$ cat src/verilog/spim_consts.svh
`ifndef SPIM_CONSTS_SVH
`define SPIM_CONSTS_SVH

// --------------------
// SPI master sizing
// --------------------

// clk cycles per sclk half period
`define SPIM_CLK_DIV 2

// Widest word in either direction
`define SPIM_W 32

// Bit count width, holds 0 to 32
`define SPIM_CW 6

`endif

$ cat src/verilog/spim_pkg.sv
`default_nettype none

`include "spim_consts.svh"

package spim_pkg;

  // Lane width per symbol
  typedef enum logic [1:0] {
    SPIM_SINGLE = 2'd0, // 1 lane
    SPIM_DUAL   = 2'd1, // 2 lanes
    SPIM_QUAD   = 2'd2  // 4 lanes
  } spim_mode_e;

  // --------------------
  // Host command
  // --------------------
  typedef struct packed {
    spim_mode_e          mode;
    logic [`SPIM_CW-1:0] tx_bits; // 0 skips transmit
    logic [`SPIM_CW-1:0] rx_bits; // 0 skips receive
    logic [`SPIM_W-1:0]  tx_data; // MSB goes out first
    logic [7:0]          tag;     // Echoed back in response
  } spim_cmd_t;

  // Response, rx_data right-aligned
  typedef struct packed {
    logic [7:0]         tag;
    logic [`SPIM_W-1:0] rx_data;
  } spim_rsp_t;

  // Symbols needed for a bit count
  function automatic logic [`SPIM_CW-1:0] spim_sym_count(input spim_mode_e          mode,
                                                         input logic [`SPIM_CW-1:0] bits);
    case (mode)
      SPIM_QUAD: return bits >> 2;
      SPIM_DUAL: return bits >> 1;
      default:   return bits;
    endcase
  endfunction

endpackage

`default_nettype wire

$ cat src/verilog/spim_clkgen.sv
`timescale 1ns/1ps
`default_nettype none

`include "spim_consts.svh"

module spim_clkgen import spim_pkg::*; (
  input  wire  clk,
  input  wire  rstn,
  input  wire  run_i,     // High keeps sclk toggling
  output logic sclk_o,
  output logic tx_edge_o, // On sclk fall, plus one at start
  output logic rx_edge_o  // On sclk rise
);

  localparam int CNT_W = $clog2(`SPIM_CLK_DIV) + 1;

  logic [CNT_W-1:0] div_cnt; // Half period counter
  logic             active;  // Set one clk after run rises
  logic             wrap;

  assign wrap = (div_cnt == CNT_W'(`SPIM_CLK_DIV - 1));

  always_ff @(posedge clk or negedge rstn) begin
    if (!rstn) begin
      div_cnt   <= '0;
      active    <= 1'b0;
      sclk_o    <= 1'b0;
      tx_edge_o <= 1'b0;
      rx_edge_o <= 1'b0;
    end else if (!run_i) begin
      // sclk parked low while stopped
      div_cnt   <= '0;
      active    <= 1'b0;
      sclk_o    <= 1'b0;
      tx_edge_o <= 1'b0;
      rx_edge_o <= 1'b0;
    end else begin
      active    <= 1'b1;
      tx_edge_o <= !active || (wrap && sclk_o);  // Start strobe or falling sclk
      rx_edge_o <= active && wrap && !sclk_o;    // Rising sclk
      if (!active || wrap)
        div_cnt <= '0;
      else
        div_cnt <= div_cnt + 1'b1;
      if (active && wrap)
        sclk_o <= !sclk_o;
    end
  end

endmodule

`default_nettype wire

$ cat src/verilog/spim_tx.sv
`timescale 1ns/1ps
`default_nettype none

`include "spim_consts.svh"

module spim_tx import spim_pkg::*; (
  input  wire                clk,
  input  wire                rstn,
  input  wire                start_i,   // Load word, begin transfer
  input  wire                tx_edge_i, // Shift strobe from clkgen
  input  wire spim_mode_e    mode_i,
  input  wire [`SPIM_CW-1:0] bits_i,    // Bits to send
  input  wire [`SPIM_W-1:0]  data_i,    // MSB first
  output logic [3:0]         sdo_o,     // Lanes 3..0
  output logic               done_o     // Last symbol held one period
);

  localparam logic [3:0] IDLE_LANES = 4'b1100; // Hold and WP lanes high

  typedef enum logic {IDLE, TRANSMIT} tx_state_e;

  tx_state_e           state;
  spim_mode_e          mode_q;
  logic [`SPIM_W-1:0]  shift_q;    // Word shifter
  logic [`SPIM_W-1:0]  shift_next;
  logic [`SPIM_CW-1:0] sym_cnt;    // Symbols put out so far
  logic [`SPIM_CW-1:0] sym_trgt;   // Bits divided by lane width
  logic [3:0]          sdo_next;
  logic                shift_en;

  // --------------------
  // Lane mapping
  // --------------------
  always_comb begin
    case (mode_q)
      SPIM_QUAD: begin
        sdo_next   = shift_q[`SPIM_W-1 -: 4];             // MSB on lane 3
        shift_next = {shift_q[`SPIM_W-5:0], 4'b0000};
      end
      SPIM_DUAL: begin
        sdo_next   = {2'b11, shift_q[`SPIM_W-1 -: 2]};    // MSB on lane 1
        shift_next = {shift_q[`SPIM_W-3:0], 2'b00};
      end
      default: begin
        sdo_next   = {2'b11, 1'b0, shift_q[`SPIM_W-1]};   // Lane 0 only
        shift_next = {shift_q[`SPIM_W-2:0], 1'b0};
      end
    endcase
  end

  // Done on the edge after the last symbol
  assign done_o   = (state == TRANSMIT) && tx_edge_i && (sym_cnt == sym_trgt);
  assign shift_en = (state == TRANSMIT) && tx_edge_i && (sym_cnt != sym_trgt);

  // --------------------
  // Control
  // --------------------
  always_ff @(posedge clk or negedge rstn) begin
    if (!rstn) begin
      state    <= IDLE;
      mode_q   <= SPIM_SINGLE;
      sym_cnt  <= '0;
      sym_trgt <= '0;
      sdo_o    <= IDLE_LANES;
    end else if (start_i) begin
      state    <= TRANSMIT;
      mode_q   <= mode_i;
      sym_cnt  <= '0;
      sym_trgt <= spim_sym_count(mode_i, bits_i);
    end else if (done_o) begin
      state <= IDLE;
      sdo_o <= IDLE_LANES;     // Back to idle levels
    end else if (shift_en) begin
      sdo_o   <= sdo_next;     // Updated clk after tx_edge
      sym_cnt <= sym_cnt + 1'b1;
    end
  end

  // Payload shifter
  always_ff @(posedge clk) begin
    if (start_i)
      shift_q <= data_i;
    else if (shift_en)
      shift_q <= shift_next;
  end

endmodule

`default_nettype wire

$ cat src/verilog/spim_rx.sv
`timescale 1ns/1ps
`default_nettype none

`include "spim_consts.svh"

module spim_rx import spim_pkg::*; (
  input  wire                clk,
  input  wire                rstn,
  input  wire                start_i,   // Clear word, begin receive
  input  wire                rx_edge_i, // Sample strobe from clkgen
  input  wire spim_mode_e    mode_i,
  input  wire [`SPIM_CW-1:0] bits_i,    // Bits to gather
  input  wire [3:0]          sdi_i,
  output logic               done_o,    // One clk after last sample
  output logic [`SPIM_W-1:0] word_o     // Right-aligned
);

  typedef enum logic {IDLE, RECEIVE} rx_state_e;

  rx_state_e           state;
  spim_mode_e          mode_q;
  logic [`SPIM_CW-1:0] sym_cnt;
  logic [`SPIM_CW-1:0] sym_trgt;
  logic [`SPIM_W-1:0]  word_next;
  logic                sample;
  logic                last_sym;

  assign sample   = (state == RECEIVE) && rx_edge_i;
  assign last_sym = (sym_cnt + 1'b1) == sym_trgt;

  // Shift in at the bottom
  always_comb begin
    case (mode_q)
      SPIM_QUAD: word_next = {word_o[`SPIM_W-5:0], sdi_i};        // Lanes 3..0
      SPIM_DUAL: word_next = {word_o[`SPIM_W-3:0], sdi_i[1:0]};   // Lanes 1..0
      default:   word_next = {word_o[`SPIM_W-2:0], sdi_i[1]};     // MISO on lane 1
    endcase
  end

  // --------------------
  // Control
  // --------------------
  always_ff @(posedge clk or negedge rstn) begin
    if (!rstn) begin
      state    <= IDLE;
      mode_q   <= SPIM_SINGLE;
      sym_cnt  <= '0;
      sym_trgt <= '0;
      done_o   <= 1'b0;
    end else begin
      done_o <= 1'b0;
      if (start_i) begin
        state    <= RECEIVE;
        mode_q   <= mode_i;
        sym_cnt  <= '0;
        sym_trgt <= spim_sym_count(mode_i, bits_i);
      end else if (sample) begin
        sym_cnt <= sym_cnt + 1'b1;
        if (last_sym) begin
          state  <= IDLE;
          done_o <= 1'b1;
        end
      end
    end
  end

  always_ff @(posedge clk) begin
    if (start_i)
      word_o <= '0;
    else if (sample)
      word_o <= word_next;
  end

endmodule

`default_nettype wire

$ cat src/verilog/spim_ctrl.sv
`timescale 1ns/1ps
`default_nettype none

`include "spim_consts.svh"

module spim_ctrl import spim_pkg::*; (
  input  wire               clk,
  input  wire               rstn,
  input  wire               cmd_valid_i, // One-cycle strobe, no ready
  input  wire spim_cmd_t    cmd_i,
  input  wire               tx_done_i,
  input  wire               rx_done_i,
  input  wire [`SPIM_W-1:0] rx_word_i,
  output logic              run_o,       // Enables clkgen
  output logic              tx_start_o,
  output logic              rx_start_o,
  output logic              csn_o,
  output logic              rsp_valid_o,
  output spim_rsp_t         rsp_o,
  output spim_cmd_t         cmd_o        // Latched command to engines
);

  typedef enum logic [1:0] {IDLE, TX, RX, END} ctrl_state_e;

  ctrl_state_e        state;
  logic [`SPIM_W-1:0] rx_data_q; // Zero when receive skipped
  logic               accept;

  assign accept = (state == IDLE) && cmd_valid_i; // Busy strobes dropped
  assign rsp_o  = '{tag: cmd_o.tag, rx_data: rx_data_q};

  // --------------------
  // Sequencer
  // --------------------
  always_ff @(posedge clk or negedge rstn) begin
    if (!rstn) begin
      state       <= IDLE;
      run_o       <= 1'b0;
      tx_start_o  <= 1'b0;
      rx_start_o  <= 1'b0;
      csn_o       <= 1'b1;
      rsp_valid_o <= 1'b0;
    end else begin
      tx_start_o  <= 1'b0;
      rx_start_o  <= 1'b0;
      rsp_valid_o <= 1'b0;
      case (state)
        IDLE: if (accept) begin
          csn_o <= 1'b0;
          if (cmd_i.tx_bits != '0) begin
            state      <= TX;
            run_o      <= 1'b1;
            tx_start_o <= 1'b1;
          end else if (cmd_i.rx_bits != '0) begin
            state      <= RX;  // Receive only
            run_o      <= 1'b1;
            rx_start_o <= 1'b1;
          end else begin
            state <= END;
          end
        end
        TX: if (tx_done_i) begin
          if (cmd_o.rx_bits != '0) begin
            state      <= RX;  // Clock keeps running
            rx_start_o <= 1'b1;
          end else begin
            state <= END;
            run_o <= 1'b0;
          end
        end
        RX: if (rx_done_i) begin
          state <= END;
          run_o <= 1'b0;       // sclk low before csn rises
        end
        END: begin
          state       <= IDLE;
          csn_o       <= 1'b1;
          rsp_valid_o <= 1'b1;
        end
        default: state <= IDLE;
      endcase
    end
  end

  // Command and receive payload
  always_ff @(posedge clk) begin
    if (accept) begin
      cmd_o     <= cmd_i;
      rx_data_q <= '0;
    end else if (state == RX && rx_done_i) begin
      rx_data_q <= rx_word_i;
    end
  end

endmodule

`default_nettype wire

$ cat src/verilog/spim_top.sv
`timescale 1ns/1ps
`default_nettype none

`include "spim_consts.svh"

module spim_top import spim_pkg::*; (
  input  wire            clk,
  input  wire            rstn,
  input  wire            cmd_valid_i,
  input  wire spim_cmd_t cmd_i,
  output logic           rsp_valid_o,
  output spim_rsp_t      rsp_o,
  output logic           sclk_o,
  output logic           csn_o,
  output logic [3:0]     sdo_o,
  input  wire [3:0]      sdi_i
);

  logic               run;
  logic               tx_edge;  // Shift strobe
  logic               rx_edge;  // Sample strobe
  logic               tx_start;
  logic               rx_start;
  logic               tx_done;
  logic               rx_done;
  logic [`SPIM_W-1:0] rx_word;
  spim_cmd_t          cmd;      // Latched command

  // --------------------
  // Clocking and sequencing
  // --------------------
  spim_clkgen u_clkgen (
    .clk       (clk),
    .rstn      (rstn),
    .run_i     (run),
    .sclk_o    (sclk_o),
    .tx_edge_o (tx_edge),
    .rx_edge_o (rx_edge)
  );

  spim_ctrl u_ctrl (
    .clk         (clk),
    .rstn        (rstn),
    .cmd_valid_i (cmd_valid_i),
    .cmd_i       (cmd_i),
    .tx_done_i   (tx_done),
    .rx_done_i   (rx_done),
    .rx_word_i   (rx_word),
    .run_o       (run),
    .tx_start_o  (tx_start),
    .rx_start_o  (rx_start),
    .csn_o       (csn_o),
    .rsp_valid_o (rsp_valid_o),
    .rsp_o       (rsp_o),
    .cmd_o       (cmd)
  );

  // --------------------
  // Data engines
  // --------------------
  spim_tx u_tx (
    .clk       (clk),
    .rstn      (rstn),
    .start_i   (tx_start),
    .tx_edge_i (tx_edge),
    .mode_i    (cmd.mode),
    .bits_i    (cmd.tx_bits),
    .data_i    (cmd.tx_data),
    .sdo_o     (sdo_o),
    .done_o    (tx_done)
  );

  spim_rx u_rx (
    .clk       (clk),
    .rstn      (rstn),
    .start_i   (rx_start),
    .rx_edge_i (rx_edge),
    .mode_i    (cmd.mode),
    .bits_i    (cmd.rx_bits),
    .sdi_i     (sdi_i),
    .done_o    (rx_done),
    .word_o    (rx_word)
  );

endmodule

`default_nettype wire

$ cat config.mk
export PLATFORM = sky130hd
export DESIGN_NAME = spim_top
export DESIGN_NICKNAME = d
export VERILOG_FILES = /design/src/verilog/spim_pkg.sv /design/src/verilog/spim_clkgen.sv /design/src/verilog/spim_tx.sv /design/src/verilog/spim_rx.sv /design/src/verilog/spim_ctrl.sv /design/src/verilog/spim_top.sv
export VERILOG_INCLUDE_DIRS = /design/src /design/src/verilog
export SDC_FILE = /design/constraint.sdc
export NUM_CORES = 1
export LEC_CHECK = 0
export BUFFER_PORTS_ARGS = -buffer_cell sky130_fd_sc_hd__buf_2
export CORE_MARGIN = 3
export CORE_UTILIZATION = 60
export CTS_BUF_LIST = sky130_fd_sc_hd__clkbuf_8
export DETAILED_ROUTE_END_ITERATION = 6
export PLACE_DENSITY = 0.82
export SETUP_SLACK_MARGIN = 0.3
export SYNTH_ARGS = -nofsm -noshare
export SYNTH_HDL_FRONTEND = slang
export SYNTH_HIERARCHICAL = 1
export SYNTH_SLANG_ARGS = --single-unit
$ cat constraint.sdc
create_clock -name clk -period 3.9 [get_ports clk]
set_input_delay 0.195 -clock clk [delete_from_list [all_inputs] [get_ports clk]]
set_output_delay 0.195 -clock clk [all_outputs]
set_load 0.02 [all_outputs]
==> results of run 1 <==
[cells in the mapped netlist, drive strengths merged, types with 3 or more instances]
library cell / count / area, um2
a221oi: 30 / 263
dfstp: 3 / 78.8
nand3: 11 / 55.1
ha: 15 / 188
and2: 8 / 52.6
nand2b: 3 / 18.8
o21ai: 53 / 265
a22oi: 40 / 300
nand4: 4 / 25.0
xor2: 13 / 114
nor2b: 35 / 219
mux2: 14 / 158
nor2: 82 / 308
dfrtp: 45 / 1130
o211ai: 5 / 37.5
inv: 19 / 71.3
nor4: 4 / 40.0
nand2: 124 / 465
xnor2: 7 / 61.3
clkbuf: 51 / 191
buf: 22 / 124
nor3: 34 / 170
a21oi: 105 / 529
edfxtp: 86 / 2580
dfxtp: 64 / 1280
[sequential cells by signal, indices dropped and copies added (netlist names), 4 cells and up]
| name | cells |
|---|---|
| u_rx/sym_cnt | 6 |
| u_ctrl/cmd_o | 54 |
| u_rx/sym_trgt | 6 |
| u_tx/sdo_o | 4 |
| u_tx/shift_q | 32 |
| u_tx/sym_cnt | 6 |
| u_tx/sym_trgt | 6 |
| u_ctrl/rx_data_q | 32 |
| u_rx/word_o | 32 |
[worst paths after layout]
kind                                               start                             to  slack (ns)
max                          u_tx/sym_cnt[2]$_DFFE_PN0P_       u_ctrl/run_o$_DFFE_PN0P_        1.16
min                                             sdi_i[1]    u_rx/word_o[0]$_SDFFE_PP0P_        0.12
max reg2reg                  u_tx/sym_cnt[2]$_DFFE_PN0P_       u_ctrl/run_o$_DFFE_PN0P_        1.16
min reg2reg                u_clkgen/div_cnt[0]$_DFF_PN0_  u_clkgen/div_cnt[0]$_DFF_PN0_        0.45
max in group asynchronous                           rstn    u_ctrl/tx_start_o$_DFF_PN0_        3.09
min in group asynchronous                           rstn    u_tx/sym_cnt[5]$_DFFE_PN0P_        0.36
[worst max-delay path, cell delays in order (launching register included)]
cell and delay, ns:
sky130_fd_sc_hd__dfrtp_1 0.46, sky130_fd_sc_hd__xor2_1 0.21, sky130_fd_sc_hd__nor4_4 0.51, sky130_fd_sc_hd__and3_1 0.29, sky130_fd_sc_hd__inv_1 0.06, sky130_fd_sc_hd__a222oi_1 0.57, sky130_fd_sc_hd__o211ai_1 0.20, sky130_fd_sc_hd__mux2_1 0.33
[cell families after synthesis]
kind of cell    count (synthesis)  share of synthesized area, %
flops                         198                          56.7
compound gates                247                          17.1
fa+ha+maj                      15                          2.10
mux                            16                          1.99
xor+xnor                       20                          1.96
buf+inv                        92                          4.33
simple gates                  313                          15.8
[report_power, final]
group	leakage (nW)	internal (W)	switching, W
Clock	0.202	0.000536	0.000702
Sequential	1.82	0.00216	0
Combinational	1.99	0.0000594	0.0000328
Total	4.01	0.00275	0.000734
[per-layer routing]
metal | share of wire [%] | vias up | track usage, %
met2 | 51 | 218 | 40.3
li1 | - | 3424 | -
met5 | 0 | - | 0
met4 | 2.8 | 0 | 9.55
met3 | 4.5 | 44 | 4.83
met1 | 42 | 3394 | 30.8
[layout make-up]
| class | count | share of cell area [%] |
|---|---|---|
| diodes | 1 | 0.0242 |
| clock buffers | 19 | 2.53 |
| clock inverters | 13 | 0.980 |
| inverters | 19 | 0.689 |
| multi-input cells | 611 | 33.7 |
| flip-flops and latches | 198 | 49.0 |
| well taps | 180 | 2.18 |
| repair buffers | 167 | 10.9 |
[metrics by stage]
| step | std cells | utilization (%) | area (um2) | setup slack, ns |
|---|---|---|---|---|
| global route | 1208 | 72.8 | 10300 | 1.05 |
| global placement | 1119 | 66.3 | 9420 | 1.32 |
| CTS | 1207 | 72.8 | 10300 | 1.21 |
| detailed placement | 1119 | 66.3 | 9420 | 1.21 |
| finish | 1208 | 72.8 | 10300 | 1.16 |
| floorplan | 901 | - | 8930 | 0.744 |
==> flow_summary.rst, run 1 <==
.. list-table::
   :header-rows: 1

   * - Metric
     - Value
   * - Count of yosys warnings during synthesis
     - 6
   * - Layout area overhead
     - 15.8%
   * - Vias post-DR
     - 7080
   * - Antenna violations before repair
     - 1
   * - Fraction of layout instances using a drive strength above 1
     - 16.5%
   * - Number of flops mapped to enable cells by yosys
     - 86
   * - Maximum clock path buffer count
     - 2
   * - Number of cells produced by synthesis
     - 901
   * - Placeable core region
     - about 0.014 mm2
   * - Global-route wire length before repair
     - about 32000 um
   * - Die Ht
     - 128 um
   * - Share of the yosys chip area belonging to registers
     - 56.7%
   * - Final Slew Violations
     - 0
   * - Number of buffers added on ports
     - 107
   * - Cell at the root of the clock tree
     - sky130_fd_sc_hd__clkbuf_8
   * - Detailed-route wire length per cell
     - 16.4 um
   * - Count of cell types in the netlist
     - 52
   * - Type of the most critical hold path
     - input pin to flop
   * - Synthesized area per cell
     - 9.92 um2
   * - Worst ir drop on vdd
     - 273 uV
   * - Number of hold-slack violations in the final timing report
     - 0
   * - Total detailed-routing wirelength
     - just under 20000 um
   * - Shortest period the worst path allows
     - 2.74 ns
   * - Syn Nets
     - 977
   * - Worst hold margin
     - between 0.1 and 0.15 ns
   * - Floorplan die area
     - 0.0164 mm2
   * - Slew HR
     - around a fifth
   * - Post-route clock skew
     - 0.0203 ns
   * - Highest fanout seen on the critical path
     - 9
   * - TritonCTS Buffers
     - 17
   * - Count of hold buffers inserted by post-cts repair
     - 56
   * - Pin count of the biggest net entering global routing
     - 88
   * - CTS tree
     - yes
   * - Drt via density
     - 5.86
   * - Sum of negative setup slack
     - 0 ns
   * - Summed instance area of the synthesized netlist
     - 0.00893 mm2
   * - Worst R2R Path Depth
     - 7
   * - Area taken by multi-input logic gates
     - 0.00349 mm2
   * - Number of I/O pins
     - 108
   * - Main flop type after synthesis
     - sky130_fd_sc_hd__edfxtp_1
   * - Cells resized by post-CTS repair
     - 0
   * - ANT nets after route
     - 0
   * - Setup repair after global routing missed its margin
     - no
   * - Static Leak
     - 4.01 nW
   * - Starting DRC count in detailed routing
     - 781
   * - H-tree levels
     - 4
   * - Worst setup path class
     - flop to flop
   * - Placer congestion estimate
     - 0.817
   * - Top library cells by usage in the layout, fill and taps aside
     - 123 x sky130_fd_sc_hd__nand2_1, 107 x sky130_fd_sc_hd__buf_2, 104 x sky130_fd_sc_hd__a21oi_1
   * - Data arrival time of the critical path
     - 3.10 ns
   * - Slew at the pin closest to its max-slew limit
     - 1.19 ns
   * - Nature of the critical path startpoint
     - flop
   * - Number of nets in the layout
     - ~1100
   * - Clock transition at the registers of the reported paths
     - 0.10 ns
   * - Number of storage elements in the synthesis netlist
     - 198
   * - Die Span X
     - 128 um
   * - Endpoint type of the worst setup path
     - flop
   * - Overall power after layout
     - 0.00349 W
   * - Final period utilization
     - 70.2%
   * - 1st-pass router iterations
     - 5
   * - Max Fclk
     - 365 MHz
   * - Postcts setup bufs
     - 0
   * - Register area
     - 0.00507 mm2
   * - Number of global-route vias before repair
     - about 6700
   * - DR DRC count
     - 0
   * - Most common cell after layout, fill and taps aside
     - sky130_fd_sc_hd__nand2_1
   * - Hold-critical path depth
     - 5
   * - Fillers
     - 983
   * - Run status
     - complete, no violations
   * - Required arrival time at the worst endpoint
     - 4.26 ns
   * - Dpl hpwl
     - 11600 um
   * - Source-to-sink clock delay at the later pin of the worst-skew pair
     - 0.47 ns
   * - Total power per unit cell area
     - about 340 mW/mm2
   * - # clock sinks
     - 198
   * - Number of rows in the core area
     - 43
   * - Fraction of registers with async set/reset
     - 24.2%
   * - Global route overflow
     - 0
   * - Number of failing setup endpoints in the final timing report
     - 0
   * - Global-route usage over all layers
     - 24.0%
   * - Initial Utilization
     - about 63%
   * - Max_cap viols
     - 0
(Power assumes the default switching activity.)
==> run 2: changes to the inputs <==
--- a/config.mk
+++ b/config.mk
@@ -6,6 +6,7 @@
 export SDC_FILE = /design/constraint.sdc
 export NUM_CORES = 1
 export LEC_CHECK = 0
+export ABC_AREA = 1
 export BUFFER_PORTS_ARGS = -buffer_cell sky130_fd_sc_hd__buf_2
 export CORE_MARGIN = 3
 export CORE_UTILIZATION = 60
==> constraint.sdc (replaced) <==
create_clock -name clk -period 2.6 [get_ports clk]
set_input_delay 0.13 -clock clk [delete_from_list [all_inputs] [get_ports clk]]
set_output_delay 0.13 -clock clk [all_outputs]
set_load 0.02 [all_outputs]
==> run 2 against run 1 <==
Area after synthesis up 0.73%. Via count up 6.0%. Sequential power up 140%. Register-to-register slack worse by 0.58 ns. Sequential share of layout area down 1.2 points. Final area up 2.5%. Clock-buffer cell count down 2. First-iteration DRC count up 9.7%.
==> flow_summary.rst, run 2 <==
.. list-table::
   :header-rows: 1

   * - Metric
     - Value
   * - Run status
     - complete, no violations
   * - Reg power frac
     - 43.5%
   * - Max_cap viols
     - 0
   * - Cell count after placement
     - around 1200
   * - Max Fclk
     - 496 MHz
   * - Fillers
     - 1017
   * - Global-route wire length before repair
     - 34200 um
   * - Initial Utilization
     - 61.7%
   * - Slew HR
     - about 46%
   * - Shortest period the worst path allows
     - 2.02 ns
   * - List of most frequent post-synthesis cells
     - 143 x sky130_fd_sc_hd__nand2_1, 127 x sky130_fd_sc_hd__inv_1, 112 x sky130_fd_sc_hd__o21ai_0
   * - Layout area overhead
     - 17.8%
   * - Number of buffers added on ports
     - 107
   * - 1st-pass router iterations
     - 5
   * - Source-to-sink clock delay at the later pin of the worst-skew pair
     - 0.49 ns
   * - Placeable core region
     - 0.0146 mm2
   * - Proportion of power drawn by combinational gates
     - a little under two fifths
   * - TritonCTS Buffers
     - 17
   * - Global route overflow
     - 0
   * - ANT nets after route
     - 0
   * - Fraction of layout instances using a drive strength above 1
     - 16.4%
   * - Largest register by flop count
     - u_ctrl/cmd_o
   * - Count of cell types in the netlist
     - 38
   * - Post-route clock skew
     - 0.0297 ns
   * - Postcts setup bufs
     - 0
   * - Post-placement cell area
     - 0.00957 mm2
   * - Type of the most critical hold path
     - input pin to flop
   * - Vias post-DR
     - about 7500
   * - Number of hold-slack violations in the final timing report
     - 0
   * - Fraction of registers with async set/reset
     - 24.2%
   * - Synthesized area per cell
     - approximately 9 um2
   * - Syn Nets
     - 1059
   * - Crit-path cells
     - inv_1 -> ha_1 -> inv_1 -> o21ai_0 -> a21oi_1 -> o21ai_0
   * - Int Pwr
     - 0.00697 W
   * - Worst ir drop on vdd
     - 557 uV
   * - Die Span X
     - 128 um
   * - Global-route usage over all layers
     - between 20% and 30%
   * - Summed instance area of the synthesized netlist
     - 0.00900 mm2
   * - Number of global-route vias before repair
     - 7208
   * - Required arrival time at the worst endpoint
     - 2.96 ns
   * - # clock sinks
     - just under 200
   * - Overall power after layout
     - 0.0118 W
   * - Top-count cell post-synth
     - sky130_fd_sc_hd__nand2_1
   * - Worst setup path class
     - flop to flop
   * - Most common cell after layout, fill and taps aside
     - sky130_fd_sc_hd__nand2_1
   * - Cell at the root of the clock tree
     - sky130_fd_sc_hd__clkbuf_8
   * - Number of flops mapped to enable cells by yosys
     - between 80 and 90
   * - Yosys top cell by area
     - sky130_fd_sc_hd__edfxtp_1
   * - Number of I/O pins
     - 108
   * - Detailed-route wire length per cell
     - 16.1 um
   * - Final standard cell count with taps included and fillers excluded
     - 1323
   * - Drt via density
     - approximately 5.7
   * - Slew at the pin closest to its max-slew limit
     - 0.806 ns
   * - Die Ht
     - roughly 130 um
   * - Number of cells produced by synthesis
     - between 900 and 1000
   * - Net switching power figure
     - between 0.004 and 0.005 W
   * - Clock transition at the registers of the reported paths
     - 0.11 ns
   * - Total power per unit cell area
     - between 1000 and 1500 mW/mm2
   * - Placer congestion estimate
     - between 0.8 and 0.9
   * - CTS tree
     - yes
   * - Antenna violations before repair
     - 0
   * - Nature of the critical path startpoint
     - flop
   * - Dpl hpwl
     - 13000 um
   * - Number of rows in the core area
     - 44
   * - Data arrival time of the critical path
     - 2.38 ns
   * - Pin count of the biggest net entering global routing
     - 37
   * - Setup repair after global routing missed its margin
     - no
   * - Cell type of the slowest stage on the worst timing path
     - sky130_fd_sc_hd__inv_1
   * - Final standard cell area without fillers
     - 0.0106 mm2
   * - Number of nets in the layout
     - 1202
   * - Maximum clock path buffer count
     - 2
   * - Part of the total power dissipated in the clock network
     - 18.4%
   * - H-tree levels
     - 4
   * - Static Leak
     - between 4 and 5 nW
   * - Largest stage delay, worst path
     - 0.55 ns
   * - Main flop type after synthesis
     - sky130_fd_sc_hd__edfxtp_1
   * - Final Slew Violations
     - 0
   * - Portion of synthesized cell area occupied by the leading cell type
     - 28.7%
   * - Area taken by multi-input logic gates
     - 0.00310 mm2
   * - Net switching share of the total power
     - 41.0%
   * - DR DRC count
     - 0
   * - Share of the yosys chip area belonging to registers
     - between 50 and 60%
   * - Endpoint type of the worst setup path
     - flop
   * - Floorplan die area
     - 0.0165 mm2
   * - Total detailed-routing wirelength
     - ~21000 um
   * - Sum of negative setup slack
     - 0 ns
   * - Starting DRC count in detailed routing
     - 857
   * - Highest fanout seen on the critical path
     - 21
   * - Count of yosys warnings during synthesis
     - 6
   * - Largest cells by area after synthesis
     - sky130_fd_sc_hd__edfxtp_1 29%, sky130_fd_sc_hd__dfxtp_1 14%, sky130_fd_sc_hd__dfrtp_1 13%
   * - Number of failing setup endpoints in the final timing report
     - 0
   * - Register area
     - 0.00507 mm2
   * - Number of storage elements in the synthesis netlist
     - 198
   * - Max FFs per register
     - 54
   * - Top library cells by usage in the layout, fill and taps aside
     - 143 x sky130_fd_sc_hd__nand2_1, 126 x sky130_fd_sc_hd__inv_1, 112 x sky130_fd_sc_hd__o21ai_0
   * - Final period utilization
     - between 70% and 80%
   * - Total inserted antenna cells
     - 0
==> run 2: cell count changes after synthesis, moves of 36 or more <==
| cell | before | now |
|---|---|---|
| sky130_fd_sc_hd__inv_1 | 17 | 127 |
| sky130_fd_sc_hd__o21ai_0 | 52 | 112 |
| sky130_fd_sc_hd__a21oi_1 | 104 | 47 |
| sky130_fd_sc_hd__nand3_1 | 11 | 50 |
| sky130_fd_sc_hd__o22ai_1 | 0 | 38 |
| sky130_fd_sc_hd__clkbuf_1 | 51 | 15 |
==> run 2: cells by family after synthesis <==
group | after synthesis | synth area share [%]
flip-flops | 198 | 56.3
XOR/XNOR | 5 | 0.487
adder cells (fa/ha/maj) | 15 | 2.09
buffers and inverters | 191 | 9.26
AND/OR/NAND/NOR | 316 | 15.4
AO/OA/AOI/OAI | 258 | 16.5
==> run 2: metal layers <==
metal  share of wire, %  global-route usage, %
met1                 42                   34.1
met5                  0                      0
met4                2.7                   10.5
met2                 49                   42.3
met3                6.4                   5.06
==> run 2: cell type report <==
type                            count  share of cell area [%]
Tap cell                          184                    2.17
Inverter                          134                    4.80
Timing Repair Buffer              181                    11.8
Clock inverter                     15                    1.98
Sequential cell                   198                    47.8
Clock buffer                       17                    2.21
Multi-Input combinational cell    594                    29.2
==> run 2: critical path, delay by kind of cell, from the launching register on <==
kind | cells | cell delay [ns]
adders and majority gates | 1 | 0.50
DFF | 1 | 0.36
AOI/OAI and AO/OA | 3 | 0.44
buffers and inverters | 2 | 0.60
==> run 2: final timing paths <==
| check | start | depth (start not counted) | slack (ns) | end |
|---|---|---|---|---|
| worst max-delay path | u_rx/mode_q[0]$_DFFE_PN0P_ | 6 | 0.58 | u_rx/word_o[3]$_SDFFE_PP0P_ |
| worst min-delay path | sdi_i[2] | 4 | 0.03 | u_rx/word_o[2]$_SDFFE_PP0P_ |
| worst max register to register | u_rx/mode_q[0]$_DFFE_PN0P_ | 6 | 0.58 | u_rx/word_o[3]$_SDFFE_PP0P_ |
| worst min register to register | u_clkgen/div_cnt[0]$_DFF_PN0_ | 1 | 0.44 | u_clkgen/div_cnt[0]$_DFF_PN0_ |
| max in group asynchronous | rstn | 3 | 1.61 | u_tx/sdo_o[3]$_DFFE_PN1P_ |
| min in group asynchronous | rstn | 2 | 0.26 | u_tx/sdo_o[1]$_DFFE_PN0P_ |
==> run 2: timing repair <==
action | 4_1_cts | 5_1_grt
endpoints found under the hold margin | 89 | 0
resized for setup | 0 | 0
setup endpoints to repair | 0 | 0
hold buffers | 59 | 0
==> run 2: power by group through the flow <==
stage | combinational (W) | clock (W) | sequential (W)
final | 0.00450 | 0.00217 | 0.00513
after global routing | 0.00499 | 0.00232 | 0.00522
after CTS | 0.00436 | 0.00219 | 0.00509
after detailed placement | 0.00423 | 0 | 0.00515
after global placement | 0.00411 | 0 | 0.00513
after floorplan | 0.00338 | 0 | 0.00500
==> run 2: stage by stage <==
stage | util [%] | hold slack [ns] | setup WS [ns]
2_1_floorplan | - | -0.166 | 0.551
3_5_place_dp | 65.6 | 0.250 | 0.623
6_report | 72.7 | 0.0317 | 0.583
4_1_cts | 72.7 | 0.0137 | 0.581
3_3_place_gp | 65.6 | 0.256 | 0.699
5_1_grt | 72.7 | 0.0487 | 0.434
==> run 3: changes to the inputs <==
--- a/config.mk
+++ b/config.mk
@@ -6,13 +6,13 @@
 export SDC_FILE = /design/constraint.sdc
 export NUM_CORES = 1
 export LEC_CHECK = 0
-export ABC_AREA = 1
+export ABC_AREA = 0
 export BUFFER_PORTS_ARGS = -buffer_cell sky130_fd_sc_hd__buf_2
 export CORE_MARGIN = 3
-export CORE_UTILIZATION = 60
+export CORE_UTILIZATION = 54
 export CTS_BUF_LIST = sky130_fd_sc_hd__clkbuf_8
 export DETAILED_ROUTE_END_ITERATION = 6
-export PLACE_DENSITY = 0.82
+export PLACE_DENSITY = 0.78
 export SETUP_SLACK_MARGIN = 0.3
 export SYNTH_ARGS = -nofsm -noshare
 export SYNTH_HDL_FRONTEND = slang
==> constraint.sdc (replaced) <==
create_clock -name clk -period 1.8 [get_ports clk]
set_input_delay 0.09 -clock clk [delete_from_list [all_inputs] [get_ports clk]]
set_output_delay 0.09 -clock clk [all_outputs]
set_load 0.02 [all_outputs]
==> run 3 against run 2 <==
The run now ends with negative setup slack left. Global-route usage increased by 5.9 points. Sequential share of layout area decreased by 12 points. Register-to-register slack worse by 1.4 ns. Non-clock buffer count grew 110. Final area increased by 32%.
==> flow_summary.rst, run 3 (synthesis gave the netlist of run 1 again) <==
.. list-table::
   :header-rows: 1

   * - Metric
     - Value
   * - Worst R2R Setup Slack
     - -0.82 ns
   * - Floorplan die area
     - 0.0181 mm2
   * - Int Pwr
     - between 0.005 and 0.006 W
   * - Number of buffers added on ports
     - 107
   * - Final period utilization
     - 146%
   * - Detailed-route wire length per cell
     - 28.0 um
   * - Required arrival time at the worst endpoint
     - 2.20 ns
   * - CTS tree
     - yes
   * - Total power per unit cell area
     - 564 mW/mm2
   * - Global route overflow
     - 0
   * - Most common cell after layout, fill and taps aside
     - sky130_fd_sc_hd__nand2_1
   * - Worst hold margin
     - ~0.068 ns
   * - Type of the most critical hold path
     - input pin to asynchronous set/reset pin
   * - Cell at the root of the clock tree
     - sky130_fd_sc_hd__clkbuf_8
   * - Initial Utilization
     - about 56%
   * - Proportion of power drawn by combinational gates
     - 2.9%
   * - Clock transition at the registers of the reported paths
     - between 0.1 and 0.15 ns
   * - Register area
     - 0.00507 mm2
   * - Net switching share of the total power
     - approximately a quarter
   * - Critical path launch point
     - u_tx/sym_trgt[1]$_DFFE_PN0P_
   * - TritonCTS Buffers
     - 17
   * - Fraction of layout instances using a drive strength above 1
     - about 49%
   * - Highest fanout seen on the critical path
     - 2
   * - Worst setup path class
     - flop to flop
   * - Number of global-route vias before repair
     - 8350
   * - Drt via density
     - 6.83
   * - Antenna violations before repair
     - 0
   * - Die Span X
     - 135 um
   * - Vias post-DR
     - 9367
   * - Crit path buf inv count
     - 1
   * - Overall power after layout
     - 0.00792 W
   * - Number of I/O pins
     - 108
   * - Setup repair after global routing missed its margin
     - yes
   * - Max Fclk
     - 381 MHz
   * - Final standard cell count with taps included and fillers excluded
     - approximately 1400
   * - # clock sinks
     - 198
   * - Nature of the critical path startpoint
     - flop
   * - Crit-path cells
     - xor2_2 -> nor4_4 -> and3_4 -> inv_2 -> a222oi_1 -> o211ai_1 -> mux2_1
   * - Post-placement cell area
     - 0.00988 mm2
   * - Maximum clock path buffer count
     - 2
   * - Final Slew Violations
     - 0
   * - DR DRC count
     - 0
   * - Failing checks
     - negative setup slack
   * - Final standard cell area without fillers
     - 0.0140 mm2
   * - Source of the worst register-to-register timing path
     - u_tx/sym_trgt[1]$_DFFE_PN0P_
   * - Pin count of the biggest net entering global routing
     - 40
   * - Endpoint of the most critical register-to-register path
     - u_ctrl/run_o$_DFFE_PN0P_
   * - Max FFs per register
     - 54
   * - Worst R2R Path Depth
     - 7
   * - Largest stage delay, worst path
     - 0.62 ns
   * - Reg power frac
     - 59.1%
   * - Cell type of the slowest stage on the worst timing path
     - sky130_fd_sc_hd__a222oi_1
   * - Endpoint type of the worst setup path
     - flop
   * - Layout area overhead
     - 57.1%
   * - Top library cells by usage in the layout, fill and taps aside
     - 120 x sky130_fd_sc_hd__nand2_1, 107 x sky130_fd_sc_hd__buf_2, 86 x sky130_fd_sc_hd__edfxtp_1
   * - ANT nets after route
     - 0
   * - Total detailed-routing wirelength
     - 38300 um
   * - Sum of negative setup slack
     - -3.75 ns
   * - Number of hold-slack violations in the final timing report
     - 0
   * - Part of the total power dissipated in the clock network
     - 38.0%
   * - Placeable core region
     - 0.0161 mm2
   * - Area taken by multi-input logic gates
     - 0.00518 mm2
   * - Global-route wire length before repair
     - 45300 um
   * - Shortest period the worst path allows
     - 2.62 ns
   * - Number of nets in the layout
     - around 1200
   * - 1st-pass router iterations
     - 6
   * - Slew at the pin closest to its max-slew limit
     - slightly below 0.7 ns
   * - Fillers
     - 588
   * - Static Leak
     - 5.36 nW
   * - Kind of cell adding the most delay to the critical path
     - compound AO/OA/AOI/OAI gates
   * - Slew HR
     - 54.6%
   * - Placer congestion estimate
     - approximately 0.85
   * - Max_cap viols
     - 0
   * - Starting DRC count in detailed routing
     - about 1200
   * - Largest register by flop count
     - u_ctrl/cmd_o
   * - Data arrival time of the critical path
     - roughly 3.0 ns
   * - Run status
     - finished, violations left
   * - Number of failing setup endpoints in the final timing report
     - 46
   * - Cell count after placement
     - 1189
   * - Post-route clock skew
     - 0.0241 ns
   * - Number of rows in the core area
     - 46
   * - Dpl hpwl
     - ~12000 um
   * - Global-route usage over all layers
     - 31.8%
   * - Source-to-sink clock delay at the later pin of the worst-skew pair
     - 0.52 ns
   * - Final worst setup slack
     - -0.824 ns
   * - H-tree levels
     - 4
   * - Die Ht
     - about 130 um
   * - Net switching power figure
     - around 0.0019 W
   * - Worst ir drop on vdd
     - just under 700 uV
run 3: area by class of cell:
class                   instances  area share, %
diodes                          1         0.0178
well taps                     216           1.93
inverters                      19          0.526
flip-flops and latches        198           36.1
multi-input cells             614           36.9
clock buffers                  18           1.76
repair buffers                291           21.8
clock inverters                14          0.980
run 3: power by group through the flow:
stage	sequential (W)	combinational, W	clock [W]
2_1_floorplan	0.00478	0.00000528	0
3_3_place_gp	0.00478	0.0000993	0
3_5_place_dp	0.00478	0.000102	0
4_1_cts	0.00468	0.000203	0.00287
5_1_grt	0.00468	0.000244	0.00318
6_report	0.00468	0.000233	0.00301
run 3: how the worst max path moves through the flow:
stage | endpoint | slack, ns | cells past startpoint
3_5_place_dp | u_ctrl/state[1]$_DFFE_PN0P_ | -0.35 | 7
3_3_place_gp | u_ctrl/state[1]$_DFFE_PN0P_ | -0.33 | 7
2_1_floorplan | u_ctrl/run_o$_DFFE_PN0P_ | -0.53 | 7
5_1_grt | u_ctrl/run_o$_DFFE_PN0P_ | -0.85 | 7
4_1_cts | u_ctrl/state[1]$_DFFE_PN0P_ | -0.35 | 7
6_report | u_ctrl/run_o$_DFFE_PN0P_ | -0.82 | 7
run 3: routing by layer:
layer  wire length (um)  vias up  global-route usage, %
li1                   -     3715                      -
met1              12800     4513                   36.7
met2              18700      832                   56.9
met3               3640      307                   5.89
met4               3180        0                   15.1
met5                  0        -                      0
run 3: worst reg2reg max path, cell delays in order (launching register included):
cell and delay (ns):
sky130_fd_sc_hd__dfrtp_1 0.43, sky130_fd_sc_hd__xor2_2 0.20, sky130_fd_sc_hd__nor4_4 0.33, sky130_fd_sc_hd__and3_4 0.27
sky130_fd_sc_hd__inv_2 0.03, sky130_fd_sc_hd__a222oi_1 0.62, sky130_fd_sc_hd__o211ai_1 0.25, sky130_fd_sc_hd__mux2_1 0.36
run 3: timing repair:
item / 4_1_cts / 5_1_grt
setup endpoints to repair: 168 / 208
gates cloned: 29 / 5
gates resized for setup: 209 / 248
pin swaps: 33 / 75
buffers inserted: 43 / 15
hold buffers: 57 / 0
hold endpoints to repair: 106 / 0
run 3: stage by stage:
stage | utilization [%] | worst slack [ns]
after floorplan | - | -0.527
after global placement | 61.5 | -0.330
after detailed placement | 61.5 | -0.351
after CTS | 79.1 | -0.348
after global routing | 87.4 | -0.851
final | 87.4 | -0.824
